[src/common/rvCorePkg.sv]
package rvCorePkg;

    // RV32 major opcodes handled here
    localparam logic [6:0] opLui    = 7'b0110111;
    localparam logic [6:0] opAuipc  = 7'b0010111;
    localparam logic [6:0] opImm    = 7'b0010011;
    localparam logic [6:0] opReg    = 7'b0110011;
    localparam logic [6:0] opBranch = 7'b1100011;

    // func7 patterns for OP and the immediate shifts
    localparam logic [6:0] f7Base   = 7'b0000000;
    localparam logic [6:0] f7Alt    = 7'b0100000;
    localparam logic [6:0] f7MulDiv = 7'b0000001;

    // Branch conditions in func3
    localparam logic [2:0] f3Beq  = 3'b000;
    localparam logic [2:0] f3Bne  = 3'b001;
    localparam logic [2:0] f3Blt  = 3'b100;
    localparam logic [2:0] f3Bge  = 3'b101;
    localparam logic [2:0] f3Bltu = 3'b110;
    localparam logic [2:0] f3Bgeu = 3'b111;

    // ALU operations
    typedef enum logic [3:0] {
        aluAdd,
        aluSub,
        aluSll,
        aluSlt,
        aluSltu,
        aluXor,
        aluSrl,
        aluSra,
        aluOr,
        aluAnd,
        aluMul,
        // Operand B straight through for LUI
        aluPassB
    } aluOpE;

    // Decode to execute
    typedef struct packed {
        logic        valid;
        logic        illegal;
        logic [4:0]  rs1;
        logic [4:0]  rs2;
        logic [4:0]  rd;
        logic [2:0]  func3;
        // Sign extended I, U or B immediate
        logic [31:0] imm;
        logic [31:0] pc;
        aluOpE       aluOp;
        // Immediate as operand B
        logic        aluSrcImm;
        // PC as operand A for AUIPC
        logic        aluSrcPc;
        logic        regWrite;
        logic        isBranch;
    } decodedT;

    // Writeback stage contents
    typedef struct packed {
        logic        valid;
        logic [4:0]  rd;
        logic [31:0] data;
        logic        branchValid;
        logic        branchTaken;
        logic [31:0] branchTarget;
        logic        illegal;
    } wbT;

endpackage

[src/decode/instrDecoder.sv]
module instrDecoder import rvCorePkg::*;
#(
    parameter int numRegs = 32
)
(
    input  logic        clk,
    input  logic        rst,
    input  logic        instrValid,
    input  logic [31:0] instr,
    input  logic [31:0] instrPc,
    output decodedT     dec
);

    // Instruction register
    logic        validQ;
    logic [31:0] instrQ;
    logic [31:0] pcQ;

    // Raw fields
    logic [6:0]  opcode;
    logic [6:0]  func7;
    logic [2:0]  func3;
    logic [4:0]  rd;
    logic [4:0]  rs1;
    logic [4:0]  rs2;

    // Immediate candidates
    logic [31:0] immI;
    logic [31:0] immU;
    logic [31:0] immB;

    // Control before legality masking
    logic        opLegal;
    logic        usesRd;
    logic        usesRs1;
    logic        usesRs2;
    logic        branchOp;
    logic        regBad;
    logic        bad;

    // Common func3 mapping for OP and OP-IMM in base func7 form
    function automatic aluOpE baseAluOp(input logic [2:0] f3);
        aluOpE op;
        case (f3)
            3'b000:  op = aluAdd;
            3'b001:  op = aluSll;
            3'b010:  op = aluSlt;
            3'b011:  op = aluSltu;
            3'b100:  op = aluXor;
            3'b101:  op = aluSrl;
            3'b110:  op = aluOr;
            default: op = aluAnd;
        endcase
        return op;
    endfunction

    always_ff @(posedge clk or posedge rst)
    begin
        if (rst)
        begin
            validQ <= 1'b0;
            instrQ <= '0;
            pcQ    <= '0;
        end
        else
        begin
            // Sampled every edge
            // validQ marks a real slot
            validQ <= instrValid;
            instrQ <= instr;
            pcQ    <= instrPc;
        end
    end

    assign opcode = instrQ[6:0];
    assign rd     = instrQ[11:7];
    assign func3  = instrQ[14:12];
    assign rs1    = instrQ[19:15];
    assign rs2    = instrQ[24:20];
    assign func7  = instrQ[31:25];

    assign immI = {{20{instrQ[31]}}, instrQ[31:20]};
    assign immU = {instrQ[31:12], 12'b0};
    // B format scatters bits with the LSB always zero
    assign immB = {{19{instrQ[31]}}, instrQ[31], instrQ[7], instrQ[30:25],
                   instrQ[11:8], 1'b0};

    always_comb
    begin
        // Defaults describe an unsupported opcode
        opLegal          = 1'b0;
        usesRd           = 1'b0;
        usesRs1          = 1'b0;
        usesRs2          = 1'b0;
        branchOp         = 1'b0;
        dec.aluOp        = aluAdd;
        dec.aluSrcImm    = 1'b0;
        dec.aluSrcPc     = 1'b0;
        dec.imm          = immI;

        case (opcode)
            opLui:
            begin
                opLegal       = 1'b1;
                usesRd        = 1'b1;
                dec.aluOp     = aluPassB;
                dec.aluSrcImm = 1'b1;
                dec.imm       = immU;
            end
            opAuipc:
            begin
                opLegal       = 1'b1;
                usesRd        = 1'b1;
                dec.aluSrcImm = 1'b1;
                dec.aluSrcPc  = 1'b1;
                dec.imm       = immU;
            end
            opImm:
            begin
                usesRd        = 1'b1;
                usesRs1       = 1'b1;
                dec.aluSrcImm = 1'b1;
                dec.aluOp     = baseAluOp(func3);
                // Shift forms constrain the upper immediate bits
                if (func3 == 3'b001)
                    opLegal = (func7 == f7Base);
                else if (func3 == 3'b101)
                begin
                    opLegal = (func7 == f7Base) || (func7 == f7Alt);
                    if (func7 == f7Alt)
                        dec.aluOp = aluSra;
                end
                else
                    opLegal = 1'b1;
            end
            opReg:
            begin
                usesRd  = 1'b1;
                usesRs1 = 1'b1;
                usesRs2 = 1'b1;
                case (func7)
                    f7Base:
                    begin
                        opLegal   = 1'b1;
                        dec.aluOp = baseAluOp(func3);
                    end
                    f7Alt:
                    begin
                        // Bit 30 only valid for SUB and SRA
                        opLegal   = (func3 == 3'b000) || (func3 == 3'b101);
                        dec.aluOp = (func3 == 3'b000) ? aluSub : aluSra;
                    end
                    f7MulDiv:
                    begin
                        // Only MUL here
                        // MULH and DIV families stay illegal
                        opLegal   = (func3 == 3'b000);
                        dec.aluOp = aluMul;
                    end
                    default:
                        opLegal = 1'b0;
                endcase
            end
            opBranch:
            begin
                usesRs1  = 1'b1;
                usesRs2  = 1'b1;
                branchOp = 1'b1;
                dec.imm  = immB;
                // func3 010 and 011 are reserved
                opLegal  = (func3 != 3'b010) && (func3 != 3'b011);
            end
            default:
                opLegal = 1'b0;
        endcase

        // Register indices past the configured bank
        regBad = (usesRd && (rd >= numRegs)) ||
                 (usesRs1 && (rs1 >= numRegs)) ||
                 (usesRs2 && (rs2 >= numRegs));
        bad    = !opLegal || regBad;

        dec.valid    = validQ;
        dec.illegal  = validQ && bad;
        dec.rs1      = rs1;
        dec.rs2      = rs2;
        dec.rd       = rd;
        dec.func3    = func3;
        dec.pc       = pcQ;
        dec.regWrite = validQ && !bad && usesRd;
        dec.isBranch = validQ && !bad && branchOp;
    end

endmodule

[src/verilog/regFile.sv]
module regFile
#(
    parameter int numRegs = 32
)
(
    input  logic        clk,
    input  logic        rst,
    input  logic [4:0]  rdAddrA,
    input  logic [4:0]  rdAddrB,
    output logic [31:0] rdDataA,
    output logic [31:0] rdDataB,
    input  logic        wrEn,
    input  logic [4:0]  wrAddr,
    input  logic [31:0] wrData
);

    // x0 has no storage
    logic [31:0] regs [1:numRegs-1];

    always_ff @(posedge clk or posedge rst)
    begin
        if (rst)
        begin
            for (int i = 1; i < numRegs; i++)
                regs[i] <= '0;
        end
        else if (wrEn && (wrAddr != 5'd0) && (wrAddr < numRegs))
        begin
            regs[wrAddr] <= wrData;
        end
    end

    // Zero and out of range indices read as zero
    always_comb
    begin
        rdDataA = '0;
        rdDataB = '0;
        if ((rdAddrA != 5'd0) && (rdAddrA < numRegs))
            rdDataA = regs[rdAddrA];
        if ((rdAddrB != 5'd0) && (rdAddrB < numRegs))
            rdDataB = regs[rdAddrB];
    end

endmodule

[src/execute/aluUnit.sv]
module aluUnit import rvCorePkg::*;
(
    input  decodedT     dec,
    input  logic [31:0] rs1Data,
    input  logic [31:0] rs2Data,
    output logic [31:0] result
);

    logic [31:0] opA;
    logic [31:0] opB;
    logic [4:0]  shamt;
    logic        ltSigned;
    logic        ltUnsigned;

    // PC as A for AUIPC only
    assign opA = dec.aluSrcPc ? dec.pc : rs1Data;
    // Immediate as B for OP-IMM, LUI, AUIPC
    assign opB = dec.aluSrcImm ? dec.imm : rs2Data;

    // Shift amount from low five bits of B
    assign shamt = opB[4:0];

    assign ltSigned   = $signed(opA) < $signed(opB);
    assign ltUnsigned = opA < opB;

    always_comb
    begin
        case (dec.aluOp)
            aluAdd:
                result = opA + opB;
            aluSub:
                result = opA - opB;
            aluSll:
                result = opA << shamt;
            aluSlt:
                result = {31'b0, ltSigned};
            aluSltu:
                result = {31'b0, ltUnsigned};
            aluXor:
                result = opA ^ opB;
            aluSrl:
                result = opA >> shamt;
            aluSra:
                // Arithmetic shift keeps the sign
                result = $unsigned($signed(opA) >>> shamt);
            aluOr:
                result = opA | opB;
            aluAnd:
                result = opA & opB;
            aluMul:
                // Low half of the product is sign independent
                result = opA * opB;
            aluPassB:
                result = opB;
            default:
                result = '0;
        endcase
    end

endmodule

[src/execute/branchUnit.sv]
module branchUnit import rvCorePkg::*;
(
    input  decodedT     dec,
    input  logic [31:0] rs1Data,
    input  logic [31:0] rs2Data,
    output logic        taken,
    output logic [31:0] target
);

    logic eq;
    logic ltSigned;
    logic ltUnsigned;
    logic cond;

    assign eq         = rs1Data == rs2Data;
    assign ltSigned   = $signed(rs1Data) < $signed(rs2Data);
    assign ltUnsigned = rs1Data < rs2Data;

    // Condition by func3
    always_comb
    begin
        case (dec.func3)
            f3Beq:   cond = eq;
            f3Bne:   cond = !eq;
            f3Blt:   cond = ltSigned;
            f3Bge:   cond = !ltSigned;
            f3Bltu:  cond = ltUnsigned;
            f3Bgeu:  cond = !ltUnsigned;
            default: cond = 1'b0;
        endcase
    end

    // Only a legal branch can report taken
    assign taken = dec.isBranch && cond;

    // Computed whether taken or not
    assign target = dec.pc + dec.imm;

endmodule

[src/verilog/execCore.sv]
module execCore import rvCorePkg::*;
#(
    parameter int numRegs = 32
)
(
    input  logic        clk,
    input  logic        rst,
    input  logic        instrValid,
    input  logic [31:0] instr,
    input  logic [31:0] instrPc,
    output logic        wbValid,
    output logic [4:0]  wbRd,
    output logic [31:0] wbData,
    output logic        brValid,
    output logic        brTaken,
    output logic [31:0] brTarget,
    output logic        illegalInstr
);

    decodedT     dec;
    logic [31:0] rs1Data;
    logic [31:0] rs2Data;
    logic [31:0] aluResult;
    logic        brTakenNext;
    logic [31:0] brTargetNext;
    wbT          wbNext;
    wbT          wbQ;

    instrDecoder #(.numRegs(numRegs)) decoder0 (
        .clk        (clk),
        .rst        (rst),
        .instrValid (instrValid),
        .instr      (instr),
        .instrPc    (instrPc),
        .dec        (dec)
    );

    // Written from the writeback register one edge after it loads
    regFile #(.numRegs(numRegs)) regFile0 (
        .clk     (clk),
        .rst     (rst),
        .rdAddrA (dec.rs1),
        .rdAddrB (dec.rs2),
        .rdDataA (rs1Data),
        .rdDataB (rs2Data),
        .wrEn    (wbQ.valid),
        .wrAddr  (wbQ.rd),
        .wrData  (wbQ.data)
    );

    aluUnit alu0 (
        .dec     (dec),
        .rs1Data (rs1Data),
        .rs2Data (rs2Data),
        .result  (aluResult)
    );

    branchUnit branch0 (
        .dec     (dec),
        .rs1Data (rs1Data),
        .rs2Data (rs2Data),
        .taken   (brTakenNext),
        .target  (brTargetNext)
    );

    // Pack stage results
    // regWrite already excludes branches and illegal ops
    always_comb
    begin
        wbNext.valid        = dec.valid && dec.regWrite;
        wbNext.rd           = dec.rd;
        wbNext.data         = aluResult;
        wbNext.branchValid  = dec.isBranch;
        wbNext.branchTaken  = brTakenNext;
        wbNext.branchTarget = brTargetNext;
        wbNext.illegal      = dec.illegal;
    end

    always_ff @(posedge clk or posedge rst)
    begin
        if (rst)
            wbQ <= '0;
        else
            wbQ <= wbNext;
    end

    // Output ports straight from the writeback register
    assign wbValid      = wbQ.valid;
    assign wbRd         = wbQ.rd;
    assign wbData       = wbQ.data;
    assign brValid      = wbQ.branchValid;
    assign brTaken      = wbQ.branchTaken;
    assign brTarget     = wbQ.branchTarget;
    assign illegalInstr = wbQ.illegal;

endmodule

[config.mk]
export PLATFORM = sky130hd
export DESIGN_NAME = execCore
export DESIGN_NICKNAME = d
export VERILOG_FILES = /design/src/common/rvCorePkg.sv /design/src/decode/instrDecoder.sv /design/src/verilog/regFile.sv /design/src/execute/aluUnit.sv /design/src/execute/branchUnit.sv /design/src/verilog/execCore.sv
export SDC_FILE = /design/constraint.sdc
export NUM_CORES = 2
export LEC_CHECK = 0
export BUFFER_PORTS_ARGS = -buffer_cell sky130_fd_sc_hd__buf_4
export CAP_MARGIN = 5
export CORE_MARGIN = 4
export CORE_UTILIZATION = 59
export CTS_CLUSTER_SIZE = 24
export DETAILED_ROUTE_END_ITERATION = 16
export HOLD_SLACK_MARGIN = 0.03
export PLACE_DENSITY = 0.79
export SYNTH_ARGS = -nofsm -noshare
export SYNTH_HDL_FRONTEND = slang
export SYNTH_SLANG_ARGS = --single-unit
[constraint.sdc]
create_clock -name clk -period 35.5 [get_ports clk]
set_clock_uncertainty 0.1 [all_clocks]
set_input_delay 1.775 -clock clk [delete_from_list [all_inputs] [get_ports clk]]
set_output_delay 1.775 -clock clk [all_outputs]
set_load 0.01 [all_outputs]
After elaboration in Yosys (flattened, before gate mapping)
Index checks and enable logic that the tools add are counted.
{"block": "classes", "order_cmp": 8, "n_mux": 31, "eq_ne": 28, "addsub": 3, "bitwise_logic": 6, "multipliers": 1, "shift": 3, "reduce_logical": 24}
{"op": "bitwise mux 992 bit", "count": 1}
{"op": "case mux 32 bit (12 select lines)", "count": 1}
{"op": "binary-select mux 32 bit (select 5 bit)", "count": 2}
{"op": "2-to-1 mux 32 bit", "count": 9}
{"op": "demux 32 bit (select 5 bit)", "count": 1}
{"op": "less-than comparator 32 bit", "count": 4}
{"op": "adder 32 bit", "count": 2}
{"op": "case mux 31 bit (2 select lines)", "count": 1}
{"op": "bitwise AND 32 bit", "count": 1}
{"op": "== test 32 bit", "count": 1}
{"op": "multiplier 32 x 32 -> 32 bit", "count": 1}
{"op": "bitwise OR 32 bit", "count": 1}
{"op": "<< shifter 32 x 5 -> 32 bit", "count": 1}
{"op": ">> shifter 32 x 5 -> 32 bit", "count": 1}
{"op": ">>> shifter 32 x 5 -> 32 bit", "count": 1}
{"op": "subtractor 32 bit", "count": 1}
{"op": "XOR 32 bit", "count": 1}
{"op": "case mux 4 bit (7 select lines)", "count": 1}
{"op": "case mux 4 bit (3 select lines)", "count": 2}
{"op": "== test 7 x 6 -> 1 bit (second input constant)", "count": 3}
{"op": "greater-or-equal comparator 6 bit (second input constant)", "count": 3}
{"op": "inverter 5 -> 6 bit", "count": 3}
{"op": "== test 4 x 3 -> 1 bit (second input constant)", "count": 4}
{"op": "== test 4 bit (second input constant)", "count": 4}
{"op": "other kinds (26)", "count": 54}
{"block": "totals", "register_bits": 1130, "out_inout_bits": 73, "input_bits": 67}

Depth between registers and ports, before layout
{"block": "logic_depth", "depth_word": 9, "mapped_depth": 46, "mapped_depth_nobuf": 35}

Modules after synthesis
A second synthesis with hierarchy kept.
{"block": "hier_totals", "cells_unflattened": 7791, "hier_area_um2": 84648.7}
{"mod": "regFile", "cells_per_inst": 4035, "instances": 1, "seq_area_each_um2": 24823.8, "area_per_inst_um2": 53795.3}
{"mod": "aluUnit", "cells_per_inst": 3171, "instances": 1, "seq_area_each_um2": 0.0, "area_per_inst_um2": 24200.7}
{"mod": "instrDecoder", "cells_per_inst": 198, "instances": 1, "seq_area_each_um2": 1626.6, "area_per_inst_um2": 2508.7}
{"mod": "branchUnit", "cells_per_inst": 312, "instances": 1, "seq_area_each_um2": 0.0, "area_per_inst_um2": 2307.2}
{"mod": "execCore", "cells_per_inst": 75, "instances": 1, "seq_area_each_um2": 1826.8, "area_per_inst_um2": 1836.8}

Least setup slack after synthesis
OpenSTA, ideal clock, no wires.
{"block": "synth_path", "path_type": "register to register", "startpoint": "register decoder0.instrQ[20]", "endpoint": "register wbQ, in the netlist wbData[30]", "slack_ns": 25.309, "synth_period_minus_slack_ns": 10.191, "required_ns": 35.263, "path_buffers": 11, "arrival_ns": 9.954, "path_stages_with_launch": 42, "cell_sequence": "dfrtp_1 > buf_6 > buf_6 > buf_8 > buf_12 > buf_8 > buf_6 > mux4_2 > o22ai_1 > a21oi_1 > o211ai_1 > o21a_1 > buf_2 > buf_1 > buf_2 > clkbuf_1 > buf_1 > nor2_1 > [... 6 more ...] > ha_1 > ha_1 > fa_1 > fa_1 > ha_1 > a21o_1 > a21o_1 > a21oi_1 > o21bai_1 > a21oi_1 > o21ai_0 > o21ai_0 > o21ai_0 > a2111oi_0 > o21ai_0 > and4b_1 > o21ai_0 > o211ai_1"}
{"block": "synth_via", "elab_chain_cells": 8, "elab_cells_between_ends": 18, "classes_between": "add/sub: 2; mul: 1; shift: 3; mux: 7; bitwise: 4; reduce/logical: 1"}
{"element": "start: declaration", "line_no": "instrDecoder.sv:16", "rtl": "logic [31:0] instrQ;"}
{"element": "start signal: assignment", "line_no": "instrDecoder.sv:70", "rtl": "instrQ <= instr;"}
{"element": "inverter 5 -> 6 bit (implied by the code)", "line_no": "regFile.sv:41", "rtl": "rdDataB = regs[rdAddrB];"}
{"element": "binary-select mux 32 bit (select 5 bit)", "line_no": "regFile.sv:41"}
{"element": "2-to-1 mux 32 bit (implied by the code) (2 in a row)", "line_no": "regFile.sv:41"}
{"element": "2-to-1 mux 32 bit", "line_no": "regFile.sv:40", "rtl": "if ((rdAddrB != 5'd0) && (rdAddrB < numRegs))"}
{"element": "2-to-1 mux 32 bit (*)", "line_no": "aluUnit.sv:18", "rtl": "assign opB = dec.aluSrcImm ? dec.imm : rs2Data;"}
{"element": "multiplier 32 x 32 -> 32 bit, or another cell as far along", "line_no": "aluUnit.sv:52", "rtl": "result = opA * opB;"}
{"element": "case mux 32 bit (12 select lines) (*)", "line_no": "aluUnit.sv:28", "rtl": "case (dec.aluOp)"}
{"element": "net alu0.result[30]", "line_no": "aluUnit.sv:6", "rtl": "output logic [31:0] result"}
{"element": "end signal: assignment", "line_no": "execCore.sv:84", "rtl": "wbQ <= wbNext;"}
{"element": "end: declaration", "line_no": "execCore.sv:27", "rtl": "wbT wbQ;"}
Mark *: on every way through the listed nets, which the timed path passes. The rest lies on a longest branch. The select of a mux whose other input is x is not followed.
A chain may end at the register's enable or synchronous reset.

Worst setup path after layout
{"block": "layout_path", "startpoint": "register decoder0.instrQ[16]", "endpoint": "register wbQ, in the netlist wbData[30]"}
{"block": "layout_via", "elab_chain_cells": 8, "elab_cells_between_ends": 19, "classes_between": "add/sub: 2; mul: 1; shift: 3; mux: 8; bitwise: 4; reduce/logical: 1"}
{"element": "inverter 5 -> 6 bit (implied by the code)", "line_no": "regFile.sv:39", "rtl": "rdDataA = regs[rdAddrA];"}
{"element": "binary-select mux 32 bit (select 5 bit)", "line_no": "regFile.sv:39"}
{"element": "2-to-1 mux 32 bit (implied by the code) (2 in a row)", "line_no": "regFile.sv:39"}
{"element": "2-to-1 mux 32 bit", "line_no": "regFile.sv:38", "rtl": "if ((rdAddrA != 5'd0) && (rdAddrA < numRegs))"}
{"element": "2-to-1 mux 32 bit", "line_no": "aluUnit.sv:16", "rtl": "assign opA = dec.aluSrcPc ? dec.pc : rs1Data;"}
{"element": "multiplier 32 x 32 -> 32 bit, or another cell as far along", "line_no": "aluUnit.sv:52"}
{"element": "case mux 32 bit (12 select lines) (*)", "line_no": "aluUnit.sv:28"}
{"element": "net alu0.result[30]", "line_no": "aluUnit.sv:6"}
Marks and branches as above.

==> reports/metrics.cfg <==
[run_status]
status=completed

[setup_path]
critPathRequiredTime_ps=36050
critical_path.endpoint_type=flop
critical-path-max-stage-delay_ps=880
timing.setup.critical_path_class=flop to flop
critical-path-slowest-cell=o21ai_2
crit_path_start_kind=flop
critPathMaxFanout=72
critPathArrivalTime_ps=13520
cpMostUsedCell=fa_1

[clock_tree]
ctsLongestPathBuffers=3
cts_buffers=118
h-tree-depth=3
number_of_setup_buffers_added_after_cts=0
clk_transition_reported_paths_ps=70
cts_resized=0
cts_sinks=1130
tritoncts=built
clock_tree.root_cell=clkbuf_16
ctsHoldBuffers=0
clk-insertion-delay-late_ps=810

[placement]
gp_congestion=1.08
hpwlAfterDp_mm=227
placed_cells=8872
port_buffers=139

[floorplan]
fp.dieW_um=385
floorplan.core_area_mm2=0.141
row_count=138
dieHeight_um=385
die_area_mm2=0.148
floorplan.io_pins=140
start_util_pct=59.4

[grt]
antenna_violations_before_repair=28
grt_start_max_net_pins=187
vias_in_the_first_global_route=67100
global_route.overflow_total=0
global_route.usage.total_pct=46.2
grt_pass1_wl_mm=487

[yosys]
ys_warn_count=0
ys_ff_latch=1130
synthFlopType=dfrtp_1
share_of_synthesized_registers_carrying_an_async_set_or_reset_pct=100
synth_edf_count=0
avgSynthCellArea_um2=11.7
net_count_after_synthesis=7970
synth-seq-area-share_pct=33.7
mappedNetlistArea_mm2=0.0840
synth_cell_type_count=106
post_synth_inst_count=7209

[sta]
rsz0062_at_grt=false
tns_ps=0
worst_max_slew_margin_expressed_relative_to_the_limit_pct=7.53
final_max_slew_viol_count=0
fin_crit_sh_pct=36.5
timing.final.crit_period_ps=12960
worst_pin_slew_ps=1370
setup_viol=0
max_clock_freq_mhz=77.1
final_hold_viol_count=0

[power]
irDropWorstVdd_mv=0.0463
power_switching_uw=1180
total_power_uw=3500
reg_power_share_pct=38.8
power.internal_uw=2320
power.static_leakage_uw=0.0431
p_per_area_mw_per_mm2=38.7
clock_power_share_pct=37.9
switching_share_pct=33.7
comb_power_share_pct=23.3

[detailed_routing]
route.vias.total=65900
routed_wire_length_per_instance_um=37.5
detail_route.iter0.violations=9734
ant_nets=0
drc=0
first_pass_iters=8
routed_via_density=7.24
routed_wl_mm=341

[final_layout]
final_common_cell=dfrtp_1
nets=7865
layout_cells_sized_above_1_pct=30.4
number_of_non_filler_instances_in_the_completed_layout=9103
filler_cell_count=10600
mostFrequentLayoutCells=dfrtp_1 (1120), mux2_2 (1108), inv_1 (540)
area_delta_synth_final_pct=7.72

[job]
drv_cap=0

[min_path]
worst_hold_path_type=flop to flop

==> registers in the layout, summed over array words and instances (netlist names) <==
| name | cells |
|---|---|
| illegalInstr | 1 |
| brTarget | 32 |
| decoder0.instrQ | 32 |
| wbData | 32 |
| brTaken | 1 |
| wbValid | 1 |
| decoder0.validQ | 1 |
| decoder0.pcQ | 32 |
| regFile0.regs | 992 |
| brValid | 1 |
| wbRd | 5 |
==> critical path, delay by kind of cell (launching register included) <==
family,cells,cell delay [ps]
fa+ha+maj,9,4310
compound gates,12,3870
buf+inv,6,2380
flops,1,830
simple gates,3,1060
==> cells in the mapped netlist (all sizes together) (10+ instances only) <==
cell     instances  area (µm²)
nor2b           37         231
inv            555        2090
nand3           57         285
buf            283        1940
a21oi          253        1270
o21ai          191         967
clkinv          11        41.3
dfrtp         1130       28300
xor2            33         289
o211ai          30         225
ha             283        3540
a222oi          10         100
nand2b          46         288
clkbuf         280        1060
o22ai           49         307
o21bai          29         218
nor3            64         325
nor4            11        75.1
a2111oi         16         140
a22oi           45         338
o31ai           15         113
a211oi          34         275
and2            16         103
mux2i          229        2320
or3             13        81.3
nand4           20         125
and3            25         156
a221oi          55         500
o2111ai         12         105
a21o            57         428
xnor2           95         840
o221ai          29         260
a21boi          14         105
or2             13        81.3
a32oi           10        87.6
a221o           12         120
a22o            21         184
a31oi           26         163
mux4           449       10200
fa             411        8230
nor2           527        1990
o21a            24         180
mux2          1111       12500
nand2          462        1730
==> stage by stage <==
| step | utilization [%] | hold WS, ps | cell area (µm²) | worst slack, ps |
|---|---|---|---|---|
| floorplan | - | 254 | 84000 | 1800 |
| global placement | 61.0 | 271 | 86200 | 23220 |
| detailed placement | 61.0 | 266 | 86200 | 23080 |
| CTS | 63.9 | 253 | 90400 | 23020 |
| global route | 64.0 | 270 | 90400 | 22210 |
| finish | 64.0 | 250 | 90500 | 22540 |
==> layer usage <==
layer  routed length (µm)  global-route usage (%)  vias to the layer above
met1               116000                    55.4                    33500
met5                   58                       0                        -
li1                     -                       -                    25600
met4                37400                    39.5                        8
met3                41000                    14.6                     1637
met2               147000                    67.7                     5162
==> cell type report <==
class | count | area, µm² | area share (%)
flip-flops and latches | 1130 | 28300 | 31.3
inverters | 566 | 2130 | 2.36
multi-input cells | 4950 | 50800 | 56.2
clock buffers | 171 | 3510 | 3.88
clock inverters | 43 | 653 | 0.722
repair buffers | 338 | 2630 | 2.91
well taps | 1890 | 2360 | 2.61
diodes | 15 | 37.5 | 0.0415
==> cell families (layout without fill, tap and decap cells) <==
kind of cell / count (synthesis) / count (layout) / share of synthesized area (%)
adders and majority gates: 694 / 694 / 14.0
muxes: 1789 / 1789 / 29.8
xor gates and xnor gates: 132 / 132 / 1.45
AOI/OAI and AO/OA: 992 / 992 / 7.90
DFF: 1130 / 1130 / 33.7
buffers and inverters: 1129 / 1118 / 6.10
other: 0 / 15 / 0
and+or+nand+nor: 1343 / 1343 / 7.03
==> power by group through the flow <==
stage / Clock, µW / Combinational [µW] / Sequential (µW)
2_1_floorplan: 0 / 478 / 1350
3_3_place_gp: 0 / 771 / 1380
3_5_place_dp: 0 / 778 / 1380
4_1_cts: 1330 / 784 / 1360
5_1_grt: 1390 / 847 / 1360
6_report: 1330 / 816 / 1360
==> final timing paths <==
kind / depth (start not counted) / slack (ps) / end / from
min in group asynchronous: 2 / 970 / decoder0.pcQ[2] / rst
worst max register to register: 30 / 22540 / wbData[30] / decoder0.instrQ[16]
worst min-delay path: 0 / 250 / wbRd[1] / decoder0.instrQ[8]
max in group asynchronous: 5 / 30750 / decoder0.instrQ[21] / rst
worst max-delay path: 30 / 22540 / wbData[30] / decoder0.instrQ[16]
worst min register to register: 0 / 250 / wbRd[1] / decoder0.instrQ[8]
No activity file was read; power rests on OpenSTA's default activity.
